===== src/hw/mini_mcu_cfg.svh =====
// build-time sizes and address map of the subsystem
// RAM depth must be a power of two, so addresses wrap inside the region
`ifndef MINI_MCU_CFG_SVH
`define MINI_MCU_CFG_SVH

// data and address width
`define MCU_DATA_W 32

// RAM depth in 32-bit words
`define MCU_RAM_WORDS 256

// request buffer depth, equal to the credits granted after reset
`define MCU_CREDITS 2

// each region spans 2**MCU_REGION_W bytes
`define MCU_REGION_W 12

// region bases
`define MCU_RAM_BASE 32'h0000_0000
`define MCU_AO_BASE 32'h2000_0000

`endif


===== src/hw/mini_mcu_pkg.sv =====
// bus, region and power types shared by the subsystem
// AO offsets are byte offsets; only the low 8 address bits are decoded
`default_nettype none

package mini_mcu_pkg;

  typedef enum logic {
    OP_READ  = 1'b0,
    OP_WRITE = 1'b1
  } bus_op_e;

  typedef enum logic [1:0] {
    REG_RAM  = 2'd0,
    REG_AO   = 2'd1,
    REG_NONE = 2'd2
  } region_e;

  typedef enum logic [1:0] {
    PWR_ACTIVE = 2'd0,
    PWR_SLEEP  = 2'd1,
    PWR_WAKE   = 2'd2
  } pwr_state_e;

  // always-on register offsets
  localparam logic [7:0] AO_EXIT_VALUE = 8'h00;
  localparam logic [7:0] AO_TIMER_CMP  = 8'h04;
  localparam logic [7:0] AO_TIMER_CTRL = 8'h08;
  localparam logic [7:0] AO_TIMER_VAL  = 8'h0C;
  localparam logic [7:0] AO_SLEEP_REQ  = 8'h10;
  localparam logic [7:0] AO_PWR_STATE  = 8'h14;

endpackage

`default_nettype wire


===== src/hw/ao_peripheral.sv =====
// always-on registers: exit value, machine timer and power manager
// only the low 8 offset bits are decoded, so the 4 KiB region aliases
`timescale 1ns/1ps
`default_nettype none

`include "mini_mcu_cfg.svh"

module ao_peripheral (
  input  wire logic                    clk_i,
  input  wire logic                    rst_i,
  input  wire logic                    req_i,
  input  wire logic                    we_i,
  input  wire logic [7:0]              addr_i,
  input  wire logic [`MCU_DATA_W-1:0]  wdata_i,
  output logic                         rsp_valid_o,
  output logic [`MCU_DATA_W-1:0]       rdata_o,
  output logic                         exit_valid_o,
  output logic [`MCU_DATA_W-1:0]       exit_value_o,
  output logic                         irq_timer_o,
  output logic                         cpu_powergate_o
);

  import mini_mcu_pkg::*;

  localparam int DW = `MCU_DATA_W;

  logic          wr;
  logic          rd;
  logic [DW-1:0] timer_cmp_q;
  logic          timer_en_q;
  logic          timer_clear;
  logic [DW-1:0] timer_value;
  logic          sleep_req;
  pwr_state_e    pwr_state;
  logic [DW-1:0] rdata_d;

  assign wr = req_i && we_i;
  assign rd = req_i && !we_i;

  // single-cycle strobes, since a request lasts one cycle
  assign timer_clear = wr && (addr_i == AO_TIMER_CTRL) && wdata_i[1];
  assign sleep_req   = wr && (addr_i == AO_SLEEP_REQ);

  always_ff @(posedge clk_i) begin
    if (rst_i) begin
      timer_en_q   <= 1'b0;
      exit_valid_o <= 1'b0;
    end else if (wr) begin
      if (addr_i == AO_TIMER_CTRL) begin
        timer_en_q <= wdata_i[0];
      end
      if (addr_i == AO_EXIT_VALUE) begin
        exit_valid_o <= 1'b1;
      end
    end
  end

  always_ff @(posedge clk_i) begin
    if (wr && (addr_i == AO_TIMER_CMP)) begin
      timer_cmp_q <= wdata_i;
    end
    if (wr && (addr_i == AO_EXIT_VALUE)) begin
      exit_value_o <= wdata_i;
    end
  end

  always_comb begin
    case (addr_i)
      AO_EXIT_VALUE: rdata_d = exit_value_o;
      AO_TIMER_CMP:  rdata_d = timer_cmp_q;
      AO_TIMER_CTRL: rdata_d = DW'(timer_en_q);
      AO_TIMER_VAL:  rdata_d = timer_value;
      AO_PWR_STATE:  rdata_d = DW'(pwr_state);
      default:       rdata_d = '0;
    endcase
  end

  always_ff @(posedge clk_i) begin
    if (rst_i) begin
      rsp_valid_o <= 1'b0;
    end else begin
      rsp_valid_o <= req_i;
    end
  end

  // write responses carry zero
  always_ff @(posedge clk_i) begin
    rdata_o <= rd ? rdata_d : '0;
  end

  machine_timer u_machine_timer (
    .clk_i     (clk_i),
    .rst_i     (rst_i),
    .enable_i  (timer_en_q),
    .clear_i   (timer_clear),
    .compare_i (timer_cmp_q),
    .value_o   (timer_value),
    .irq_o     (irq_timer_o)
  );

  power_manager u_power_manager (
    .clk_i       (clk_i),
    .rst_i       (rst_i),
    .sleep_req_i (sleep_req),
    .wake_irq_i  (irq_timer_o),
    .state_o     (pwr_state),
    .powergate_o (cpu_powergate_o)
  );

endmodule

`default_nettype wire


===== src/hw/machine_timer.sv =====
// free-running counter, wraps at 2**32
// clear wins over enable; the interrupt is a level, not a pulse
`timescale 1ns/1ps
`default_nettype none

`include "mini_mcu_cfg.svh"

module machine_timer (
  input  wire logic                    clk_i,
  input  wire logic                    rst_i,
  input  wire logic                    enable_i,
  input  wire logic                    clear_i,
  input  wire logic [`MCU_DATA_W-1:0]  compare_i,
  output logic [`MCU_DATA_W-1:0]       value_o,
  output logic                         irq_o
);

  localparam int DW = `MCU_DATA_W;

  logic [DW-1:0] value_q;

  always_ff @(posedge clk_i) begin
    if (rst_i) begin
      value_q <= '0;
    end else if (clear_i) begin
      value_q <= '0;
    end else if (enable_i) begin
      value_q <= value_q + 1'b1;
    end
  end

  assign value_o = value_q;

  // held while enabled and at or past compare
  assign irq_o = enable_i && (value_q >= compare_i);

endmodule

`default_nettype wire


===== src/hw/power_manager.sv =====
// cpu power gating FSM: sleep on request, wake on timer interrupt
// a sleep request outside PWR_ACTIVE is dropped
`timescale 1ns/1ps
`default_nettype none

module power_manager (
  input  wire logic               clk_i,
  input  wire logic               rst_i,
  input  wire logic               sleep_req_i,
  input  wire logic               wake_irq_i,
  output mini_mcu_pkg::pwr_state_e state_o,
  output logic                    powergate_o
);

  import mini_mcu_pkg::*;

  pwr_state_e state_q;
  pwr_state_e state_d;

  always_comb begin
    state_d = state_q;
    case (state_q)
      PWR_ACTIVE: begin
        if (sleep_req_i) begin
          state_d = PWR_SLEEP;
        end
      end
      PWR_SLEEP: begin
        if (wake_irq_i) begin
          state_d = PWR_WAKE;
        end
      end
      // one cycle to restore power
      PWR_WAKE: state_d = PWR_ACTIVE;
      default:  state_d = PWR_ACTIVE;
    endcase
  end

  always_ff @(posedge clk_i) begin
    if (rst_i) begin
      state_q <= PWR_ACTIVE;
    end else begin
      state_q <= state_d;
    end
  end

  // gate set on accepted sleep, released on wake
  always_ff @(posedge clk_i) begin
    if (rst_i) begin
      powergate_o <= 1'b0;
    end else if ((state_q == PWR_ACTIVE) && sleep_req_i) begin
      powergate_o <= 1'b1;
    end else if ((state_q == PWR_SLEEP) && wake_irq_i) begin
      powergate_o <= 1'b0;
    end
  end

  assign state_o = state_q;

  a_gate_matches_state: assert property (
    @(posedge clk_i) disable iff (rst_i) powergate_o == (state_q == PWR_SLEEP)
  );

endmodule

`default_nettype wire


===== config.mk =====
export PLATFORM = sky130hd
export DESIGN_NAME = ao_peripheral
export DESIGN_NICKNAME = d
export VERILOG_FILES = /design/src/hw/mini_mcu_pkg.sv /design/src/hw/ao_peripheral.sv /design/src/hw/machine_timer.sv /design/src/hw/power_manager.sv
export VERILOG_INCLUDE_DIRS = /design/src /design/src/hw
export SDC_FILE = /design/constraint.sdc
export NUM_CORES = 1
export LEC_CHECK = 0
export BUFFER_PORTS_ARGS = -buffer_cell sky130_fd_sc_hd__buf_2
export CAP_MARGIN = 40
export CELL_PAD_IN_SITES_DETAIL_PLACEMENT = 0
export CELL_PAD_IN_SITES_GLOBAL_PLACEMENT = 2
export CORE_MARGIN = 10
export CORE_UTILIZATION = 40
export CTS_BUF_LIST = sky130_fd_sc_hd__clkbuf_16
export CTS_CLUSTER_DIAMETER = 100
export DETAILED_ROUTE_END_ITERATION = 12
export PLACE_DENSITY_LB_ADDON = 0.1
export REMOVE_ABC_BUFFERS = 1
export SETUP_SLACK_MARGIN = 0.5
export SLEW_MARGIN = 0
export SYNTH_ARGS = -nofsm -noshare
export SYNTH_HDL_FRONTEND = slang
export SYNTH_HIERARCHICAL = 1
export SYNTH_SLANG_ARGS = --single-unit

===== constraint.sdc =====
create_clock -name clk_i -period 5.1 [get_ports clk_i]
set_input_delay 0.255 -clock clk_i [delete_from_list [all_inputs] [get_ports clk_i]]
set_output_delay 0.255 -clock clk_i [all_outputs]
set_load 0.01 [all_outputs]

# Yosys cells after proc, flatten, opt, wreduce, memory -nomap -nowiden

Cells that the tools add are included.

Equal/unequal tests: 8
Reduce and logical (&&, ||, !) cells: 18
Mux-type cells: 6
$add $sub $neg: 1
Order comparisons: 1

Operators with widths:

| kind                    | count |
|---|---|
| $pmux W32 S5            | 1 |
| $add A32 B1 Y32 const B | 1 |
| $ge A32 B32 Y1          | 1 |
| $eq A8 B4 Y1 const B    | 2 |
| $eq A8 B5 Y1 const B    | 2 |
| $logic_and A1 B1 Y1     | 10 |
| $eq A8 B3 Y1 const B    | 1 |
| $logic_not A8 Y1        | 1 |
| $reduce_and A2 Y1       | 3 |
| $mux W2                 | 2 |
| $ne A2 B1 Y1 const B    | 2 |
| $pmux W2 S2             | 1 |
| $eq A2 B1 Y1 const B    | 1 |
| $logic_not A2 Y1        | 1 |
| $mux W1                 | 2 |
| $reduce_bool A2 Y1      | 1 |
| $reduce_or A2 Y1        | 1 |
| $logic_not A1 Y1        | 1 |

Input port bits: 44
Logic and storage cells: 43
Output and inout port bits: 68
Bits in registers: 134

# Logic depth before layout (Yosys ltp)

Gate-level depths: netlist of run 1.

Depth in word-level cells: 5
Mapped depth: 9
Depth with buffers taken out: 9

# Cells and area by module

The synthesis of run 1 kept the hierarchy.

By module, submodules not included:

| module        | cells each | area each (sq um) | sequential area each (sq um) | times used |
|---|---|---|---|---|
| ao_peripheral | 237        | 3,878.7           | 2,622.5                      | 1 |
| machine_timer | 274        | 2,337.2           | 640.6                        | 1 |
| power_manager | 12         | 121.4             | 60.1                         | 1 |

# Worst setup path after synthesis of run 1

OpenSTA, ideal clock, no wires.

Path kind: input port to flip-flop
Start point: input addr_i[5]
End point: register exit_value_o[0] (enable)
Arrival: 2,144 ps
Buffers on the path: 1
Path slack: 2,564 ps
Required time: 4,708 ps
Setup time: 392 ps
Cell stages on the path: 4
Cells stage by stage: or4_4 > nor4_4 > buf_6 > and2_1

Longest elaborated chain between the ends: 2

RTL lines:

| element                | line                | source |
|---|---|---|
| start: declaration     | ao_peripheral.sv:13 | `input wire logic [7:0] addr_i,` |
| $logic_not A8 Y1       | ao_peripheral.sv:62 | `if (wr && (addr_i == AO_EXIT_VALUE)) begin` |
| $logic_and A1 B1 Y1    | ao_peripheral.sv:62 |  |
| end signal: assignment | ao_peripheral.sv:63 | `exit_value_o <= wdata_i;` |
| end: declaration       | ao_peripheral.sv:18 | `` output logic [`MCU_DATA_W-1:0] exit_value_o, `` |

No other way between the ends.
A chain may end at the register's enable or synchronous reset.

# Worst setup path in the final report of run 1

Start point: register u_machine_timer.value_q[0] (netlist: u_machine_timer/value_o[0])
End point: output irq_timer_o

Longest elaborated chain between the ends: 2

RTL lines:

| element                  | line                | source |
|---|---|---|
| start: declaration       | machine_timer.sv:20 | `logic [DW-1:0] value_q;` |
| start signal: assignment | machine_timer.sv:28 | `value_q <= value_q + 1'b1;` |
| $ge A32 B32 Y1           | machine_timer.sv:35 | `assign irq_o = enable_i && (value_q >= compare_i);` |
| $logic_and A1 B1 Y1      | machine_timer.sv:35 |  |
| end: declaration         | ao_peripheral.sv:19 | `output logic irq_timer_o,` |

No other way between the ends.

==> results.py, run 1 <==
metrics = {
    "run_status": {
        "status": "completed",
    },
    "detailed_routing": {
        "wire_per_inst_um": 17.0,
        "dr.pass1.iters": 4,
        "via_per_inst": 4.93,
        "drtIter0Drc": 158,
        "drc": 0,
        "ant_nets": 0,
        "wirelength_um": 14700,
        "vias": 4246,
    },
    "setup_path": {
        "path_class": "flip-flop to primary output",
        "endpoint": "irq_timer_o",
        "cp_cell_sequence": "inv_1 -> ha_1 -> nand2b_1 -> a2111oi_0 -> o21ai_0 -> a211oi_1 -> o21ai_0 -> buf_2",
        "path_max_fanout": 5,
        "critPathTopFamily": "compound AO/OA/AOI/OAI gates",
        "reg2reg_from": "u_machine_timer/value_o[0]",
        "slowest_stage": "a2111oi_0",
        "critical_path.endpoint_type": "primary output",
        "worst-path-buf-inv": 2,
        "cpMostUsedCell": "o21ai_0",
        "required_ns": 4.85,
        "rrSetupSlack_ns": 2.26,
        "cp.depth": 8,
        "r2r.worst_path.cells": 9,
        "arrival_ns": 2.79,
        "cp-start-kind": "flip-flop",
        "startpoint": "u_machine_timer/value_o[0]",
        "r2r_end": "u_power_manager/powergate_o",
        "max_stage_delay_ns": 0.45,
    },
    "cts": {
        "cts_root_buf": "clkbuf_16",
        "clk_pin_slew_worst_paths_ns": 0.05,
        "htree_levels": 4,
        "clk_latency_ns": 0.41,
        "cts_tree": "yes",
        "cts_hold_buf": 0,
        "cts_resized": 0,
        "cts_sinks": 134,
        "numCtsBuffers": 17,
        "cts_setup_buffers": 0,
        "ctsLongestPathBuffers": 2,
    },
    "floorplan": {
        "core_sq_um": 15400,
        "io_pins": 112,
        "fp.dieW_um": 146,
        "fp.dieH_um": 146,
        "fp.dieArea_sq_um": 21300,
        "start_util_pct": 41.2,
        "num_rows": 45,
    },
    "placement": {
        "gp_congestion": 0.748,
        "placed_area_sq_um": 7110,
        "dp_cells": 831,
        "numPortBuffers": 111,
        "hpwl_um": 10800,
    },
    "synthesis": {
        "yosysUniqueCellTypes": 54,
        "synthFlopType": "dfxtp_1",
        "synth_edf_count": 64,
        "netlist.top_cell.by_area": "edfxtp_1",
        "seq_area_frac_synth_pct": 52.4,
        "async_reset_ff_share_pct": 0,
        "yosysWarnings": 6,
        "synth_top_area_share_pct": 30.3,
        "ys_ff_latch": 134,
        "syn-cell-area_sq_um": 6340,
        "synth.area.top_cells": "edfxtp_1, dfxtp_1, ha_1",
        "syn_inst": 523,
        "syn_avg_cell_area_sq_um": 12.1,
    },
    "global_routing": {
        "grt_pass1_vias": 4583,
        "antenna_found_initial": 0,
        "grt_max_degree": 35,
        "track_usage_pct": 13.9,
        "grt-ovfl-total": 0,
        "grt_pass1_wl_um": 24000,
    },
    "timing": {
        "setup-tns-final_ns": 0,
        "fin_crit_ns": 3.05,
        "slew-limit-headroom_pct": 54.3,
        "finClkSkew_ns": 0.00729,
        "fmax_ghz": 0.328,
        "slew_viol_final": 0,
        "tightest_slew_ns": 0.686,
        "grt_setup_unrepaired": "false",
        "fin_crit_sh_pct": 59.8,
        "hold_violations": 0,
        "finalSetupViolCount": 0,
    },
    "layout": {
        "nNetsFinal": 716,
        "finalNonFillerCells": 861,
        "drive_gt1_share_pct": 39.2,
        "antennaDiodeCount": 0,
        "final_area_sq_um": 7620,
        "fillCellCount": 1424,
        "layout_commonest_cell": "buf_2",
        "most-common-layout-cells": "buf_2, dfxtp_1, edfxtp_1",
        "synthToLayoutAreaGrowth_pct": 20.3,
    },
    "power": {
        "peakVddDrop_v": 0.000206,
        "power.density_nw_per_um2": 296,
        "leakagePower_nw": 2.98,
    },
    "job": {
        "drv_cap": 0,
    },
    "worst_hold_path": {
        "hold_class": "primary input to flip-flop",
    },
}
state kept, by name, summed over array words and instances (netlist names):
name	count
exit_valid_o	1
rdata_o	32
rsp_valid_o	1
u_power_manager/powergate_o	1
exit_value_o	32
timer_cmp_q	32
timer_en_q	1
u_power_manager/state_o	2
u_machine_timer/value_o	32
metal layers:
metal  GRT usage [%]  vias to the layer above  share of wire (%)  routed length [um]
met5               0                        -                  0                   0
met2            21.6                       89                 46                6730
met4            3.64                        0               0.68                  99
met3            4.66                        7                4.3                 634
li1                -                     2121                  -                   -
met1            18.1                     2029                 49                7190
worst min path at each step:
stage / endpoint / start / cells after the start / slack [ns]
after floorplan: exit_valid_o / rst_i / 1 / 0.32
after global placement: exit_value_o[25] / wdata_i[25] / 1 / 0.44
after detailed placement: exit_value_o[21] / wdata_i[21] / 1 / 0.45
after CTS: exit_value_o[11] / wdata_i[11] / 1 / 0.01
after global routing: exit_value_o[21] / wdata_i[21] / 1 / 0.009
final: timer_cmp_q[10] / wdata_i[10] / 1 / 0.03
layout make-up:
type	instances	area, sq um	share of cell area, %
Multi-Input combinational cell	325	2680	35.2
Tap cell	211	264	3.46
Inverter	42	158	2.07
Clock inverter	13	81.3	1.07
Clock buffer	17	425	5.58
Sequential cell	134	3320	43.6
Timing Repair Buffer	119	687	9.01
through the flow:
| stage | setup slack [ns] | total power [W] | hold WS (ns) | utilization, % |
|---|---|---|---|---|
| final | 2.05 | 0.00225 | 0.0349 | 49.6 |
| after global routing | 1.82 | 0.00234 | 0.00878 | 49.6 |
| after detailed placement | 2.21 | 0.00121 | 0.449 | 46.3 |
| after global placement | 1.92 | 0.00121 | 0.445 | 45.6 |
| after floorplan | 1.56 | 0.00117 | 0.322 | - |
| after CTS | 1.98 | 0.00229 | 0.0124 | 49.6 |
power by group:
part            total, W  leakage [nW]  internal, W  switching, W
Sequential       0.00113          1.14      0.00113   0.000000433
Combinational  0.0000595          1.58    0.0000272     0.0000324
Clock            0.00107         0.264     0.000645      0.000421
kinds of logic (layout without fill, tap and decap cells):
logic type                 count (synthesis)  after routing  share of synthesized area [%]
and+or+nand+nor                          159            159                           16.0
DFF                                      134            134                           52.4
AOI/OAI and AO/OA                         72             72                           10.0
buffers and inverters                     64            191                           5.25
muxes                                     35             35                           6.18
adders and majority gates                 33             33                           6.52
xor gates and xnor gates                  26             26                           3.59
synth_stat cells (3+ instances only):
cell / n
buf_2: 5
xor2_1: 10
a22oi_2: 28
or3_1: 5
mux2_2: 33
nand4_1: 11
nor4_2: 3
nand4_4: 3
and4_1: 9
clkbuf_8: 3
nor2_1: 34
buf_6: 7
ha_1: 33
clkbuf_1: 5
edfxtp_1: 64
dfxtp_1: 70
inv_1: 42
a21o_1: 3
and2_1: 4
nor2_2: 29
nor2b_1: 4
nand3_1: 14
and3b_1: 3
a21oi_1: 17
o21ai_0: 9
nor3_2: 10
nand2_1: 15
xnor2_1: 16
nor3_1: 4
Power figures use the tool's default switching activity.
==> run 2, diff against run 1 <==
CORE_UTILIZATION = 34   (was 40)
clock period = 2.8 ns   (was 5.1 ns; I/O delays follow)
==> run 2 against run 1 <==
Effect of this change: first-iteration DRC count increased by 8.9%; routed wire length increased by 8.7%; combinational power increased by 140%; sequential cell count unchanged; critical endpoint unchanged; largest cell class unchanged; largest power group is now the clock network.
==> results.py, run 2 (synthesis gave the netlist of run 1 again) <==
metrics = {
    "cts": {
        "ctsLongestPathBuffers": 2,
        "htree_levels": 4,
        "clk_latency_ns": 0.42,
        "cts_tree": "yes",
        "cts_root_buf": "clkbuf_16",
        "numCtsBuffers": 17,
        "cts_sinks": 134,
        "clk_pin_slew_worst_paths_ns": 0.06,
    },
    "detailed_routing": {
        "wire_per_inst_um": 17.1,
        "ant_nets": 0,
        "dr.pass1.iters": 4,
        "wirelength_um": 15900,
        "via_per_inst": 4.74,
        "drc": 0,
        "vias": 4406,
        "drtIter0Drc": 172,
    },
    "worst_hold_path": {
        "hold_path_depth": 4,
        "hold_class": "primary input to flip-flop",
    },
    "setup_path": {
        "critical_path.endpoint_type": "primary output",
        "path_max_fanout": 3,
        "arrival_ns": 2.14,
        "required_ns": 2.66,
        "r2r.worst_path.cells": 8,
        "path_class": "flip-flop to primary output",
        "cp-start-kind": "flip-flop",
    },
    "global_routing": {
        "track_usage_pct": 13.5,
        "grt_pass1_wl_um": 26000,
        "grt-ovfl-total": 0,
        "grt_max_degree": 37,
        "grt_pass1_vias": 4785,
        "antenna_found_initial": 0,
    },
    "layout": {
        "drive_gt1_share_pct": 41.5,
        "layout_commonest_cell": "buf_2",
        "nNetsFinal": 765,
        "fillCellCount": 1721,
        "synthToLayoutAreaGrowth_pct": 29.1,
        "final_area_sq_um": 8180,
        "most-common-layout-cells": "buf_2, dfxtp_1, edfxtp_1",
        "antennaDiodeCount": 0,
    },
    "floorplan": {
        "start_util_pct": 34.9,
        "fp.dieArea_sq_um": 24500,
        "core_sq_um": 18100,
        "fp.dieW_um": 157,
        "num_rows": 49,
        "fp.dieH_um": 157,
        "io_pins": 112,
    },
    "power": {
        "power.density_nw_per_um2": 526,
        "p_switching_w": 0.000892,
        "combPwrFrac_pct": 3.3,
        "leakagePower_nw": 3.23,
        "p_int_w": 0.00341,
        "swShare_pct": 20.7,
        "pwr-share-clk_pct": 49.0,
        "peakVddDrop_v": 0.000372,
        "seq_power_share_pct": 47.7,
    },
    "timing": {
        "tightest_slew_ns": 0.543,
        "setup_ws_ns": 0.515,
        "fin_crit_sh_pct": 81.6,
        "finClkSkew_ns": 0.0122,
        "fmax_ghz": 0.438,
        "finalSetupViolCount": 0,
        "hold_violations": 0,
        "fin_crit_ns": 2.28,
        "grt_setup_unrepaired": "true",
        "slew_viol_final": 0,
        "slew-limit-headroom_pct": 63.8,
    },
    "placement": {
        "hpwl_um": 11400,
        "placed_area_sq_um": 7200,
        "numPortBuffers": 111,
        "gp_congestion": 0.789,
        "dp_slack_ns": 0.142,
    },
    "job": {
        "drv_cap": 0,
    },
    "run_status": {
        "status": "completed",
    },
}
==> run 2: cell count changes in the layout (fill, tap and decap cells not counted), moves of 3 or more <==
cell           change
o21ai_2            +3
buf_16             -3
clkinv_1           -3
dlygate4sd3_1     +34
dfxtp_1            -5
clkinv_2           +4
o21ai_0            -3
dfxtp_2            +4
buf_12             +3
buf_4             +17
==> run 2: path summary, 6_finish.rpt <==
check	slack [ns]	from	end
min reg2reg	0.48	exit_valid_o	exit_valid_o
min	0.14	addr_i[0]	rdata_o[3]
max reg2reg	0.73	timer_cmp_q[0]	u_power_manager/powergate_o
max	0.52	timer_cmp_q[0]	irq_timer_o
==> run 2: repair_timing <==
| action | in CTS | in global routing |
|---|---|---|
| pin swaps | 7 | 8 |
| setup endpoints to repair | 4 | 2 |
| endpoints found under the hold margin | 67 | 0 |
| setup buffers | 1 | 1 |
| hold buffers | 34 | 0 |
| gates resized for setup | 21 | 2 |
==> run 2: per-stage QoR <==
step,util (%),hold slack (ns),std cells,TNS [ns],power [W]
after global placement,39.7,0.330,862,0,0.00220
after global routing,45.1,0.152,930,0,0.00447
after detailed placement,39.7,0.332,862,0,0.00220
after floorplan,-,0.207,501,-34.27,0.00213
after CTS,45.0,0.120,929,0,0.00436
final,45.1,0.136,930,0,0.00430
==> run 2: routing by layer <==
layer / global-route usage (%) / routed length [um]
met1: 17.3 / 7670
met5: 0 / 0
met2: 21.3 / 7330
met4: 3.91 / 95
met3: 4.50 / 832
==> run 2: final cells by class <==
| type | instances | area, sq um | area share, % |
|---|---|---|---|
| inverter | 42 | 158 | 1.93 |
| timing repair buffer | 168 | 1110 | 13.6 |
| clock buffer | 17 | 425 | 5.20 |
| multi-input combinational | 325 | 2750 | 33.6 |
| tap | 229 | 287 | 3.50 |
| sequential | 134 | 3330 | 40.7 |
| clock inverter | 15 | 124 | 1.51 |
==> run 2: power groups by stage <==
stage	combinational [W]	sequential, W	clock [W]
2_1_floorplan	0.0000381	0.00210	0
4_1_cts	0.000146	0.00205	0.00217
3_3_place_gp	0.000107	0.00209	0
3_5_place_dp	0.000109	0.00209	0
5_1_grt	0.000158	0.00205	0.00227
6_report	0.000144	0.00205	0.00211
==> run 2: critical path, cell delays in order, from the launching register on <==
cell and delay [ns]:
edfxtp_1 0.40, ha_1 0.29, nand2b_4 0.15, a2111oi_4 0.30
o21ai_2 0.09, a211oi_2 0.22, o21ai_2 0.12, buf_6 0.14
